[src/design/snoop_cfg.svh]
`ifndef SNOOP_CFG_SVH
`define SNOOP_CFG_SVH

// Requesters and snooper ports
`define SNOOP_NUM_INP 3
`define SNOOP_NUM_OUP 4

// Channel widths
`define SNOOP_ADDR_W 32
`define SNOOP_TYPE_W 4
// CR bits are data transfer, error, pass dirty, is shared and was unique
`define SNOOP_RESP_W 5

// Conflict-monitor address slice
`define SNOOP_CM_ADDR_W 12
`define SNOOP_CM_ADDR_BASE 6

// Buffer depths and per-port credit limit
`define SNOOP_CTRL_DEPTH 4
`define SNOOP_PORT_DEPTH 2
`define SNOOP_PORT_MAX_OUT 3

`endif

[src/design/snoop_pkg.sv]
`include "snoop_cfg.svh"

package snoop_pkg;

    typedef logic [`SNOOP_ADDR_W-1:0] snoop_addr_t;
    typedef logic [`SNOOP_TYPE_W-1:0] snoop_type_t;
    typedef logic [`SNOOP_RESP_W-1:0] snoop_resp_t;

    // One bit per snooper port
    typedef logic [`SNOOP_NUM_OUP-1:0] oup_sel_t;

    typedef logic [$clog2(`SNOOP_NUM_INP)-1:0] inp_idx_t;

    typedef logic [`SNOOP_CM_ADDR_W-1:0] cm_addr_t;

    typedef enum logic [1:0] {
        ARB_IDLE,
        ARB_FORK,
        ARB_CTRL
    } arb_state_e;

endpackage

[src/design/snoop_fifo.sv]
`timescale 1ns/1ps

module snoop_fifo #(
    parameter int unsigned WIDTH = 8,
    parameter int unsigned DEPTH = 2
) (
    input  logic             clk_i,
    input  logic             arst_n_i,
    input  logic             valid_i,
    output logic             ready_o,
    input  logic [WIDTH-1:0] data_i,
    output logic             valid_o,
    input  logic             ready_i,
    output logic [WIDTH-1:0] data_o
);

    localparam int unsigned PTR_W = (DEPTH > 1) ? $clog2(DEPTH) : 1;
    localparam int unsigned CNT_W = $clog2(DEPTH + 1);

    logic [WIDTH-1:0] mem [DEPTH];
    logic [PTR_W-1:0] wr_ptr;
    logic [PTR_W-1:0] rd_ptr;
    logic [CNT_W-1:0] count;
    logic             push;
    logic             pop;

    assign ready_o = (count != CNT_W'(DEPTH));
    assign valid_o = (count != '0);
    assign data_o  = mem[rd_ptr];

    assign push = valid_i && ready_o;
    assign pop  = valid_o && ready_i;

    always_ff @(posedge clk_i or negedge arst_n_i) begin
        if (!arst_n_i) begin
            wr_ptr <= '0;
            rd_ptr <= '0;
            count  <= '0;
        end else begin
            if (push) begin
                wr_ptr <= (wr_ptr == PTR_W'(DEPTH - 1)) ? '0 : wr_ptr + 1'b1;
            end
            if (pop) begin
                rd_ptr <= (rd_ptr == PTR_W'(DEPTH - 1)) ? '0 : rd_ptr + 1'b1;
            end
            // Simultaneous push and pop leaves the count unchanged
            if (push && !pop) begin
                count <= count + 1'b1;
            end else if (pop && !push) begin
                count <= count - 1'b1;
            end
        end
    end

    always_ff @(posedge clk_i) begin
        if (push) begin
            mem[wr_ptr] <= data_i;
        end
    end

endmodule

[src/design/snoop_interconnect.sv]
`timescale 1ns/1ps
`include "snoop_cfg.svh"

module snoop_interconnect import snoop_pkg::*; (
    input  logic                              clk_i,
    input  logic                              arst_n_i,

    input  logic        [`SNOOP_NUM_INP-1:0]  inp_ac_valid_i,
    input  snoop_addr_t [`SNOOP_NUM_INP-1:0]  inp_ac_addr_i,
    input  snoop_type_t [`SNOOP_NUM_INP-1:0]  inp_ac_type_i,
    input  oup_sel_t    [`SNOOP_NUM_INP-1:0]  inp_sel_i,
    output logic        [`SNOOP_NUM_INP-1:0]  inp_ac_ready_o,
    output logic        [`SNOOP_NUM_INP-1:0]  inp_cr_valid_o,
    output snoop_resp_t [`SNOOP_NUM_INP-1:0]  inp_cr_resp_o,
    input  logic        [`SNOOP_NUM_INP-1:0]  inp_cr_ready_i,

    output logic        [`SNOOP_NUM_OUP-1:0]  oup_ac_valid_o,
    output snoop_addr_t [`SNOOP_NUM_OUP-1:0]  oup_ac_addr_o,
    output snoop_type_t [`SNOOP_NUM_OUP-1:0]  oup_ac_type_o,
    input  logic        [`SNOOP_NUM_OUP-1:0]  oup_ac_ready_i,
    input  logic        [`SNOOP_NUM_OUP-1:0]  oup_cr_valid_i,
    input  snoop_resp_t [`SNOOP_NUM_OUP-1:0]  oup_cr_resp_i,
    output logic        [`SNOOP_NUM_OUP-1:0]  oup_cr_ready_o,

    output logic                              cm_valid_o,
    output cm_addr_t                          cm_addr_o,
    input  logic                              cm_stall_i
);

    localparam int unsigned CTRL_W = `SNOOP_NUM_OUP + $bits(inp_idx_t);

    oup_sel_t    fork_valid;
    oup_sel_t    fork_ready;
    snoop_addr_t fork_addr;
    snoop_type_t fork_type;

    logic        ctrl_push_valid;
    logic        ctrl_push_ready;
    oup_sel_t    ctrl_push_sel;
    inp_idx_t    ctrl_push_idx;
    logic        ctrl_pop_valid;
    logic        ctrl_pop_ready;
    oup_sel_t    ctrl_pop_sel;
    inp_idx_t    ctrl_pop_idx;

    oup_sel_t                         port_cr_valid;
    oup_sel_t                         port_cr_ready;
    snoop_resp_t [`SNOOP_NUM_OUP-1:0] port_cr_resp;

    snoop_req_arbiter i_arbiter (
        .clk_i          (clk_i),
        .arst_n_i       (arst_n_i),
        .inp_ac_valid_i (inp_ac_valid_i),
        .inp_ac_addr_i  (inp_ac_addr_i),
        .inp_ac_type_i  (inp_ac_type_i),
        .inp_sel_i      (inp_sel_i),
        .inp_ac_ready_o (inp_ac_ready_o),
        .cm_stall_i     (cm_stall_i),
        .cm_valid_o     (cm_valid_o),
        .cm_addr_o      (cm_addr_o),
        .fork_valid_o   (fork_valid),
        .fork_addr_o    (fork_addr),
        .fork_type_o    (fork_type),
        .fork_ready_i   (fork_ready),
        .ctrl_valid_o   (ctrl_push_valid),
        .ctrl_sel_o     (ctrl_push_sel),
        .ctrl_idx_o     (ctrl_push_idx),
        .ctrl_ready_i   (ctrl_push_ready)
    );

    // Keeps grant order for the response side
    snoop_fifo #(
        .WIDTH (CTRL_W),
        .DEPTH (`SNOOP_CTRL_DEPTH)
    ) i_ctrl_fifo (
        .clk_i    (clk_i),
        .arst_n_i (arst_n_i),
        .valid_i  (ctrl_push_valid),
        .ready_o  (ctrl_push_ready),
        .data_i   ({ctrl_push_sel, ctrl_push_idx}),
        .valid_o  (ctrl_pop_valid),
        .ready_i  (ctrl_pop_ready),
        .data_o   ({ctrl_pop_sel, ctrl_pop_idx})
    );

    for (genvar i = 0; i < `SNOOP_NUM_OUP; i++) begin : gen_port
        snoop_port i_port (
            .clk_i           (clk_i),
            .arst_n_i        (arst_n_i),
            .fork_valid_i    (fork_valid[i]),
            .fork_addr_i     (fork_addr),
            .fork_type_i     (fork_type),
            .fork_ready_o    (fork_ready[i]),
            .oup_ac_valid_o  (oup_ac_valid_o[i]),
            .oup_ac_addr_o   (oup_ac_addr_o[i]),
            .oup_ac_type_o   (oup_ac_type_o[i]),
            .oup_ac_ready_i  (oup_ac_ready_i[i]),
            .oup_cr_valid_i  (oup_cr_valid_i[i]),
            .oup_cr_resp_i   (oup_cr_resp_i[i]),
            .oup_cr_ready_o  (oup_cr_ready_o[i]),
            .port_cr_valid_o (port_cr_valid[i]),
            .port_cr_resp_o  (port_cr_resp[i]),
            .port_cr_ready_i (port_cr_ready[i])
        );
    end

    snoop_resp_merger i_merger (
        .clk_i           (clk_i),
        .arst_n_i        (arst_n_i),
        .ctrl_valid_i    (ctrl_pop_valid),
        .ctrl_sel_i      (ctrl_pop_sel),
        .ctrl_idx_i      (ctrl_pop_idx),
        .ctrl_ready_o    (ctrl_pop_ready),
        .port_cr_valid_i (port_cr_valid),
        .port_cr_resp_i  (port_cr_resp),
        .port_cr_ready_o (port_cr_ready),
        .inp_cr_valid_o  (inp_cr_valid_o),
        .inp_cr_resp_o   (inp_cr_resp_o),
        .inp_cr_ready_i  (inp_cr_ready_i)
    );

endmodule

[src/design/snoop_port.sv]
`timescale 1ns/1ps
`include "snoop_cfg.svh"

module snoop_port import snoop_pkg::*; (
    input  logic        clk_i,
    input  logic        arst_n_i,
    input  logic        fork_valid_i,
    input  snoop_addr_t fork_addr_i,
    input  snoop_type_t fork_type_i,
    output logic        fork_ready_o,
    output logic        oup_ac_valid_o,
    output snoop_addr_t oup_ac_addr_o,
    output snoop_type_t oup_ac_type_o,
    input  logic        oup_ac_ready_i,
    input  logic        oup_cr_valid_i,
    input  snoop_resp_t oup_cr_resp_i,
    output logic        oup_cr_ready_o,
    output logic        port_cr_valid_o,
    output snoop_resp_t port_cr_resp_o,
    input  logic        port_cr_ready_i
);

    localparam int unsigned REQ_W = `SNOOP_ADDR_W + `SNOOP_TYPE_W;
    localparam int unsigned CNT_W = $clog2(`SNOOP_PORT_MAX_OUT + 1);

    logic [CNT_W-1:0] out_cnt;
    logic             credit_ok;
    logic             req_ready;
    logic             accept;
    logic             port_done;

    assign credit_ok    = (out_cnt < CNT_W'(`SNOOP_PORT_MAX_OUT));
    assign fork_ready_o = credit_ok && req_ready;
    assign accept       = fork_valid_i && fork_ready_o;
    // Credit returns once the merger takes the response
    assign port_done    = port_cr_valid_o && port_cr_ready_i;

    always_ff @(posedge clk_i or negedge arst_n_i) begin
        if (!arst_n_i) begin
            out_cnt <= '0;
        end else if (accept && !port_done) begin
            out_cnt <= out_cnt + 1'b1;
        end else if (port_done && !accept) begin
            out_cnt <= out_cnt - 1'b1;
        end
    end

    snoop_fifo #(
        .WIDTH (REQ_W),
        .DEPTH (`SNOOP_PORT_DEPTH)
    ) i_req_fifo (
        .clk_i    (clk_i),
        .arst_n_i (arst_n_i),
        .valid_i  (fork_valid_i && credit_ok),
        .ready_o  (req_ready),
        .data_i   ({fork_addr_i, fork_type_i}),
        .valid_o  (oup_ac_valid_o),
        .ready_i  (oup_ac_ready_i),
        .data_o   ({oup_ac_addr_o, oup_ac_type_o})
    );

    snoop_fifo #(
        .WIDTH (`SNOOP_RESP_W),
        .DEPTH (`SNOOP_PORT_DEPTH)
    ) i_resp_fifo (
        .clk_i    (clk_i),
        .arst_n_i (arst_n_i),
        .valid_i  (oup_cr_valid_i),
        .ready_o  (oup_cr_ready_o),
        .data_i   (oup_cr_resp_i),
        .valid_o  (port_cr_valid_o),
        .ready_i  (port_cr_ready_i),
        .data_o   (port_cr_resp_o)
    );

endmodule

[src/design/snoop_req_arbiter.sv]
`timescale 1ns/1ps
`include "snoop_cfg.svh"

module snoop_req_arbiter import snoop_pkg::*; (
    input  logic                              clk_i,
    input  logic                              arst_n_i,
    input  logic        [`SNOOP_NUM_INP-1:0]  inp_ac_valid_i,
    input  snoop_addr_t [`SNOOP_NUM_INP-1:0]  inp_ac_addr_i,
    input  snoop_type_t [`SNOOP_NUM_INP-1:0]  inp_ac_type_i,
    input  oup_sel_t    [`SNOOP_NUM_INP-1:0]  inp_sel_i,
    output logic        [`SNOOP_NUM_INP-1:0]  inp_ac_ready_o,
    input  logic                              cm_stall_i,
    output logic                              cm_valid_o,
    output cm_addr_t                          cm_addr_o,
    output oup_sel_t                          fork_valid_o,
    output snoop_addr_t                       fork_addr_o,
    output snoop_type_t                       fork_type_o,
    input  oup_sel_t                          fork_ready_i,
    output logic                              ctrl_valid_o,
    output oup_sel_t                          ctrl_sel_o,
    output inp_idx_t                          ctrl_idx_o,
    input  logic                              ctrl_ready_i
);

    arb_state_e  state;
    inp_idx_t    rr_ptr;
    inp_idx_t    pick_idx;
    logic        pick_found;
    int          cand;

    inp_idx_t    win_idx;
    snoop_addr_t win_addr;
    snoop_type_t win_type;
    oup_sel_t    win_sel;
    oup_sel_t    done_mask;
    oup_sel_t    fork_acc;
    oup_sel_t    fork_next;

    // First valid requester after the last grant
    always_comb begin
        pick_found = 1'b0;
        pick_idx   = rr_ptr;
        for (int k = 1; k <= `SNOOP_NUM_INP; k++) begin
            cand = (int'(rr_ptr) + k) % `SNOOP_NUM_INP;
            if (!pick_found && inp_ac_valid_i[cand]) begin
                pick_found = 1'b1;
                pick_idx   = inp_idx_t'(cand);
            end
        end
    end

    assign cm_valid_o = (state == ARB_FORK);
    assign cm_addr_o  = win_addr[`SNOOP_CM_ADDR_BASE +: `SNOOP_CM_ADDR_W];

    assign fork_valid_o = (state == ARB_FORK && !cm_stall_i) ? (win_sel & ~done_mask) : '0;
    assign fork_addr_o  = win_addr;
    assign fork_type_o  = win_type;
    assign fork_acc     = fork_valid_o & fork_ready_i;
    assign fork_next    = done_mask | fork_acc;

    assign ctrl_valid_o = (state == ARB_CTRL);
    assign ctrl_sel_o   = win_sel;
    assign ctrl_idx_o   = win_idx;

    always_comb begin
        inp_ac_ready_o = '0;
        if (state == ARB_CTRL && ctrl_ready_i) begin
            inp_ac_ready_o[win_idx] = 1'b1;
        end
    end

    always_ff @(posedge clk_i or negedge arst_n_i) begin
        if (!arst_n_i) begin
            state     <= ARB_IDLE;
            rr_ptr    <= inp_idx_t'(`SNOOP_NUM_INP - 1);
            done_mask <= '0;
        end else begin
            case (state)
                ARB_IDLE: begin
                    if (pick_found) begin
                        rr_ptr    <= pick_idx;
                        done_mask <= '0;
                        state     <= (inp_sel_i[pick_idx] == '0) ? ARB_CTRL : ARB_FORK;
                    end
                end
                ARB_FORK: begin
                    if (!cm_stall_i) begin
                        done_mask <= fork_next;
                        if (fork_next == win_sel) begin
                            state <= ARB_CTRL;
                        end
                    end
                end
                ARB_CTRL: begin
                    if (ctrl_ready_i) begin
                        state <= ARB_IDLE;
                    end
                end
                default: state <= ARB_IDLE;
            endcase
        end
    end

    // Latch the winner's request
    always_ff @(posedge clk_i) begin
        if (state == ARB_IDLE && pick_found) begin
            win_idx  <= pick_idx;
            win_addr <= inp_ac_addr_i[pick_idx];
            win_type <= inp_ac_type_i[pick_idx];
            win_sel  <= inp_sel_i[pick_idx];
        end
    end

endmodule

[src/design/snoop_resp_merger.sv]
`timescale 1ns/1ps
`include "snoop_cfg.svh"

module snoop_resp_merger import snoop_pkg::*; (
    input  logic                              clk_i,
    input  logic                              arst_n_i,
    input  logic                              ctrl_valid_i,
    input  oup_sel_t                          ctrl_sel_i,
    input  inp_idx_t                          ctrl_idx_i,
    output logic                              ctrl_ready_o,
    input  oup_sel_t                          port_cr_valid_i,
    input  snoop_resp_t [`SNOOP_NUM_OUP-1:0]  port_cr_resp_i,
    output oup_sel_t                          port_cr_ready_o,
    output logic        [`SNOOP_NUM_INP-1:0]  inp_cr_valid_o,
    output snoop_resp_t [`SNOOP_NUM_INP-1:0]  inp_cr_resp_o,
    input  logic        [`SNOOP_NUM_INP-1:0]  inp_cr_ready_i
);

    oup_sel_t    coll_mask;
    snoop_resp_t acc_resp;
    oup_sel_t    take;
    snoop_resp_t take_or;
    logic        complete;
    logic        deliver;

    // Only ports of the head entry that have not answered yet
    assign port_cr_ready_o = ctrl_valid_i ? (ctrl_sel_i & ~coll_mask) : '0;
    assign take            = port_cr_valid_i & port_cr_ready_o;

    always_comb begin
        take_or = '0;
        for (int i = 0; i < `SNOOP_NUM_OUP; i++) begin
            if (take[i]) begin
                take_or = take_or | port_cr_resp_i[i];
            end
        end
    end

    // A zero mask completes as soon as the entry is at the head
    assign complete = ctrl_valid_i && (coll_mask == ctrl_sel_i);
    assign deliver  = complete && inp_cr_ready_i[ctrl_idx_i];

    assign ctrl_ready_o = deliver;

    always_comb begin
        inp_cr_valid_o = '0;
        if (complete) begin
            inp_cr_valid_o[ctrl_idx_i] = 1'b1;
        end
    end

    always_comb begin
        for (int j = 0; j < `SNOOP_NUM_INP; j++) begin
            inp_cr_resp_o[j] = acc_resp;
        end
    end

    always_ff @(posedge clk_i or negedge arst_n_i) begin
        if (!arst_n_i) begin
            coll_mask <= '0;
            acc_resp  <= '0;
        end else if (deliver) begin
            coll_mask <= '0;
            acc_resp  <= '0;
        end else begin
            coll_mask <= coll_mask | take;
            acc_resp  <= acc_resp | take_or;
        end
    end

endmodule

[config.mk]
export PLATFORM = sky130hd
export DESIGN_NAME = snoop_interconnect
export DESIGN_NICKNAME = d
export VERILOG_FILES = /design/src/design/snoop_pkg.sv /design/src/design/snoop_fifo.sv /design/src/design/snoop_interconnect.sv /design/src/design/snoop_port.sv /design/src/design/snoop_req_arbiter.sv /design/src/design/snoop_resp_merger.sv
export VERILOG_INCLUDE_DIRS = /design/src /design/src/design
export SDC_FILE = /design/constraint.sdc
export NUM_CORES = 1
export LEC_CHECK = 0
export BUFFER_PORTS_ARGS = -buffer_cell sky130_fd_sc_hd__buf_2
export CELL_PAD_IN_SITES_DETAIL_PLACEMENT = 1
export CELL_PAD_IN_SITES_GLOBAL_PLACEMENT = 1
export CORE_UTILIZATION = 25
export DETAILED_ROUTE_END_ITERATION = 16
export PLACE_DENSITY = 0.47
export RECOVER_POWER = 50
export SYNTH_ARGS = -nofsm -noshare
export SYNTH_HDL_FRONTEND = slang
export SYNTH_SLANG_ARGS = --single-unit
export TNS_END_PERCENT = 20
[constraint.sdc]
create_clock -name clk_i -period 6.9 [get_ports clk_i]
set_input_delay 1.38 -clock clk_i [delete_from_list [all_inputs] [get_ports clk_i]]
set_output_delay 1.38 -clock clk_i [all_outputs]
set_load 0.01 [all_outputs]
# [Word level (Yosys, flattened, before mapping)]
# Memories as Yosys holds them, arrays and structs flattened.
# Index checks and enable logic that the tools add are counted.
[word_totals] inputBits=157 romBits=0 output_inout_bits=186 latchBits=0 mem_bits_rw=352 regBits=106 mem_count=9 wordCells=367
[op_classes] n_div=3 bitwise_logic=12 n_mux=108 add_sub_neg=47 n_reduce_logical=117 n_eq_ne=19 n_mul=0 shifts=0 magnitude_cmp=12
[memory_table] name="gen_port[0].i_port.i_req_fifo.mem" depth=2 width=36 rd=1 rd_clocked_by_memory_dff=0 write_ports=1 line_no="snoop_fifo.sv:20" text="logic [WIDTH-1:0] mem [DEPTH];"
[memory_table] name="gen_port[1].i_port.i_req_fifo.mem" depth=2 width=36 rd=1 rd_clocked_by_memory_dff=0 write_ports=1 line_no="snoop_fifo.sv:20"
[memory_table] name="gen_port[2].i_port.i_req_fifo.mem" depth=2 width=36 rd=1 rd_clocked_by_memory_dff=0 write_ports=1 line_no="snoop_fifo.sv:20"
[memory_table] name="gen_port[3].i_port.i_req_fifo.mem" depth=2 width=36 rd=1 rd_clocked_by_memory_dff=0 write_ports=1 line_no="snoop_fifo.sv:20"
[memory_table] name="i_ctrl_fifo.mem" depth=4 width=6 rd=1 rd_clocked_by_memory_dff=0 write_ports=1 line_no="snoop_fifo.sv:20"
[memory_table] name="gen_port[0].i_port.i_resp_fifo.mem" depth=2 width=5 rd=1 rd_clocked_by_memory_dff=0 write_ports=1 line_no="snoop_fifo.sv:20"
[memory_table] name="+3 memories"
[op_table] op="$lt 32x4->1 const B" n=3
[op_table] op="$mod 32x3->32 const B" n=3
[op_table] op="$mux 2" n=34
[op_table] op="$bmux 32 s2" n=1
[op_table] op="$logic_and 1x1->1" n=64
[op_table] op="$mux 1" n=46
[op_table] op="$reduce_bool 2->1" n=22
[op_table] op="$mux 32" n=1
[op_table] op="$add 2x1->2 const B" n=14
[op_table] op="$mux 4" n=7
[op_table] op="$logic_not 1->1" n=25
[op_table] op="$mux 5" n=5
[op_table] op="$sub 2x1->2 const B" n=12
[op_table] op="$ne 2x2->1 const B" n=10
[op_table] op="$or 5x5->5" n=4
[op_table] op="$add 1x1->1 const B" n=16
[op_table] op="$and 4x4->4" n=4
[op_table] op="$bmux 4 s2" n=2
[op_table] op="$mux 3" n=4
[op_table] op="$lt 2x3->1 const B" n=3
[op_table] op="$bmux 1 s2" n=4
[op_table] op="$eq 4x4->1" n=2
[op_table] op="$lt 2x2->1 const B" n=4
[op_table] op="$not 4->4" n=2
[op_table] op="19 further kinds" n=26

# [Logic depth before layout (Yosys ltp)]
[logic_depth] word_depth=18 mapped_depth=12 depth_no_buf=10

# [By module]
# A second synthesis with hierarchy kept.
[hier_totals] hier_cells=1135 hier_area_um2=19610.1
[by_module_without_submodules] mod="snoop_fifo at gen_port[0].i_port.i_req_fifo ..." instances=4 area_per_inst_um2=2941.6 seq_area_each_um2=2262.2 cells_per_inst=130
[by_module_without_submodules] mod="snoop_req_arbiter" instances=1 area_per_inst_um2=3005.4 seq_area_each_um2=1462.7 cells_per_inst=290
[by_module_without_submodules] mod="snoop_fifo at gen_port[0].i_port.i_resp_fifo ..." instances=4 area_per_inst_um2=573.0 seq_area_each_um2=400.4 cells_per_inst=34
[by_module_without_submodules] mod="snoop_fifo at i_ctrl_fifo" instances=1 area_per_inst_um2=1313.8 seq_area_each_um2=895.9 cells_per_inst=69
[by_module_without_submodules] mod="snoop_resp_merger" instances=1 area_per_inst_um2=762.0 seq_area_each_um2=225.2 cells_per_inst=76
[by_module_without_submodules] mod="snoop_port" instances=4 area_per_inst_um2=117.6 seq_area_each_um2=50.0 cells_per_inst=11

# [Worst setup path after synthesis]
# No wires, ideal clock.
[synth_path] path_kind="input-to-reg" start="input cm_stall_i" end="memory gen_port[3].i_port.i_req_fifo.mem[0][0] (netlist name) (enable)" t_arrival_ns=3.708 setup_time_ns=0.434 required_time_ns=6.466 n_path_buf=0 stages=4 setup_slack_ns=2.758 cell_sequence="nor2b_1 nand4b_1 a21oi_1 nor2b_1"
[synth_between] elab_chain_len=7
[synth_lines] item="from (decl)" line_no="snoop_interconnect.sv:27" text="input logic cm_stall_i"
[synth_lines] item="$logic_not 1->1" line_no="snoop_req_arbiter.sv:55" text="assign fork_valid_o = (state == ARB_FORK && !cm_stall_i) ? (win_sel & ~done_mask) : '0;"
[synth_lines] item="$logic_and 1x1->1" line_no="snoop_req_arbiter.sv:55"
[synth_lines] item="$mux 4" line_no="snoop_req_arbiter.sv:55"
[synth_lines] item="$logic_and 1x1->1" line_no="snoop_port.sv:54" text=".valid_i (fork_valid_i && credit_ok),"
[synth_lines] item="$logic_and 1x1->1" line_no="snoop_fifo.sv:31" text="assign push = valid_i && ready_o;"
[synth_lines] item="$mux 1" line_no="snoop_fifo.sv:56" text="if (push) begin"
[synth_lines] item="$mux 1 (implied by the code)" line_no="snoop_fifo.sv:57" text="mem[wr_ptr] <= data_i;"
[synth_lines] item="to (decl)" line_no="snoop_fifo.sv:20"
# No other way between the ends.

==> summary.md <==
| Metric | Value |
|---|---|
| Status | complete, but fails checks |
| Failing checks | max-capacitance violations, max-slew violations |
| Final worst slack | 2150 ps |
| Top FF cell, synth | edfxtp_1 |
| Largest net degree at the start of global routing | 65 |
| Synthesized net count | 1,270 |
| Clock skew | 62.7 ps |
| Final Hold Viols | 0 |
| Xor and xnor area share after synthesis | 0.0261 |
| Post-Synth Adder-Cell Area | 0.0180 |
| Fin. max-slew vios | 65 |
| Synth Register Bits | 458 |
| Post-synth top area share | 0.641 |
| DP HPWL | 35,000 um |
| Fillers | 7,665 |
| Initial antenna violation count | 0 |
| Fin crit period | 4750 ps |
| Max Root-Sink Buffers | 3 |
| Multi-input gate area | 0.00461 sq mm |
| Post-CTS setup buffer count | 0 |
| Simple-gate portion of the synthesized area | 0.0380 |
| Die H | 274 um |
| Slew headroom | -1.59 |
| Mux cell area share after synthesis | 0.131 |
| First-pass GRT wire length | 73,200 um |
| # resized after CTS | 0 |
| Worst slack, placed | 2430 ps |
| CP endpoint kind | async pin |
| Leak Pwr | 8.45 nW |
| Vias | 10,423 |
| Core ar. | 0.0730 sq mm |
| Max VDD drop | 243 uV |
| Most frequent cells in the layout | edfxtp_1, buf_2, mux2_2 |
| Total grt overflow | 0 |
| Reg area | 0.0134 sq mm |
| Remaining DRCs | 0 |
| Crit-path slowest cell | clkbuf_1 |
| Maxcap violations | 1 |
| All-layer global routing usage | 0.134 |
| Diodes inserted | 0 |
| WL final | 52,000 um |
| Via density | 4.28 |
| Origin of the worst setup path | arst_n_i |
| Worst hold slack | 468 ps |
| Pwr dens | 474 mW/mm^2 |
| Router iterations before antenna repair | 4 |
| Post-Syn Instances | 1,087 |
| Die area | 0.0749 sq mm |
| Sequential area share after synthesis | 0.728 |
| Asr flop ratio synth | 0.140 |
| Clk sinks | 458 |
| Netlist cell types | 57 |
| Final ANT Viol Nets | 0 |
| Final worst-path cycle share | 0.689 |
| Vias in the first global route | 10,786 |
| Crit path largest cell delay | 2710 ps |
| F_max | 210 MHz |
| CTS tree | done |
| Syn Std Cell Area | 0.0185 sq mm |
| Row count | 99 |
| Hold Crit Start | gen_port[2].i_port.out_cnt[1] |
| Die W | 274 um |
| CP delay by family, top | buffers and inverters |
| RR Startpoint | i_arbiter.rr_ptr[1] |
| Top post-synthesis cells by area | edfxtp_1, mux2_2, dfrtp_1 |
| Type of the worst setup path | in -> async |
| RSZ-0062 raised after global routing | false |
| Largest area contributor in the netlist | edfxtp_1 |
| Setup violations, final | 0 |
| Startpoint Class | input pin |
| Worst Max-Slew Pin Slew | 3880 ps |
| Synth Area in Compound Gates | 0.0344 |
| Post-synth EDFFs | 394 |
| Buf/Inv on CP | 2 |
| Post-CTS Hold Buffers | 0 |
| Number of CTS-inserted buffers | 52 |
| # IOs | 343 |
| Yosys warns | 0 |
| Critical Path AT | 4220 ps |
| Final total power | 10.8 mW |
| Clock root buffer | clkbuf_16 |
| Worst-path fanout max | 64 |
| Fraction of layout cells with a size suffix above 1 | 0.388 |
| H-tree levels | 2 |
| Worst hold-check path type | reg -> reg |
| Avg WL per Cell | 21.3 um |
| Largest family of logic cells by synthesized area | multiplexers |
| Clk_lat worst skew | 610 ps |
| Routability cong. | 0.756 |
| Reg clk slew, reported paths | 60 ps |
| Commonest non-fill, non-tap cell in the layout | edfxtp_1 |
| Worst endpoint required time | 6370 ps |
| Syn_area_per_cell | 17.0 sq um |
| PortBufs | 342 |
| Starting Density | 0.253 |
| Final net count | 1,617 |
| Worst path cell trace | buf_2 -> clkbuf_1 |
| Layout area overhead | 23.7% |
| Fin Setup TNS | 0 ps |
| Initial DRC Count | 397 |
[sequential cells by signal (all words and copies together), names as in the netlist]
| signal | flops |
|---|---|
| gen_port.i_port.i_req_fifo.count | 8 |
| gen_port.i_port.i_req_fifo.mem | 288 |
| gen_port.i_port.i_req_fifo.rd_ptr | 4 |
| gen_port.i_port.i_req_fifo.wr_ptr | 4 |
| gen_port.i_port.i_resp_fifo.count | 8 |
| gen_port.i_port.i_resp_fifo.mem | 40 |
| gen_port.i_port.i_resp_fifo.rd_ptr | 4 |
| gen_port.i_port.i_resp_fifo.wr_ptr | 4 |
| gen_port.i_port.out_cnt | 8 |
| i_arbiter.ctrl_idx_o | 2 |
| i_arbiter.ctrl_sel_o | 4 |
| i_arbiter.done_mask | 4 |
| i_arbiter.fork_addr_o | 32 |
| i_arbiter.fork_type_o | 4 |
| i_arbiter.rr_ptr | 2 |
| i_arbiter.state | 2 |
| i_ctrl_fifo.count | 3 |
| i_ctrl_fifo.mem | 24 |
| i_ctrl_fifo.rd_ptr | 2 |
| i_ctrl_fifo.wr_ptr | 2 |
| i_merger.acc_resp | 5 |
| i_merger.coll_mask | 4 |
[logic make-up (layout without fill, tap and decap cells)]
group                      count (synthesis)  after routing
xor gates and xnor gates                  55             55
AOI/OAI and AO/OA                        100            100
DFF                                      458            458
and+or+nand+nor                          144            144
muxes                                    215            215
adders and majority gates                 26             26
buffers and inverters                     89            477
[power by group]
group,internal [mW],switching (mW)
clock network,1.60,1.11
logic,1.39,2.07
registers,4.03,0.623
total,7.03,3.80
[metal layers]
metal	vias to the layer above	share of wire	wire, um	track usage
li1	4762	-	-	-
met1	5352	0.43	22100	0.173
met2	245	0.49	25600	0.226
met3	64	0.060	3130	0.0310
met4	0	0.020	1060	0.0360
met5	-	0	0	0
[path summary, 6_finish.rpt]
path	end	slack [ps]	cells past startpoint
min in group asynchronous	i_merger.acc_resp[2]	2230	2
max reg2reg	i_arbiter.state[0]	2640	11
min	gen_port[2].i_port.out_cnt[1]	470	1
min reg2reg	gen_port[2].i_port.out_cnt[1]	470	1
max in group clk_i	inp_cr_valid_o[2]	2530	6
max	gen_port[2].i_port.i_req_fifo.rd_ptr	2150	2
[cell usage after synthesis (20+ instances only)]
master / number
inv_1: 20
edfxtp_1: 394
dfrtp_1: 63
mux2_2: 146
buf_4: 30
nor2_1: 29
ha_1: 25
xnor2_1: 25
clkbuf_1: 26
o21ai_0: 42
nand2_1: 55
xor2_1: 30
mux2i_1: 62
[layout make-up]
type,count,share of cell area
Timing Repair Buffer,362,0.0794
Inverter,20,0.00329
Clock inverter,27,0.0118
Multi-Input combinational cell,540,0.202
Tap cell,959,0.0526
Sequential cell,458,0.589
Clock buffer,68,0.0623
[through the flow]
| stage | util | cells | instance area [sq um] |
|---|---|---|---|
| global placement | 0.291 | 2339 | 21200 |
| finish | 0.313 | 2434 | 22800 |
| detailed placement | 0.291 | 2339 | 21200 |
| global route | 0.313 | 2434 | 22800 |
| CTS | 0.314 | 2434 | 22900 |
| floorplan | - | 1087 | 18500 |
Power figures use the tool's default switching activity.
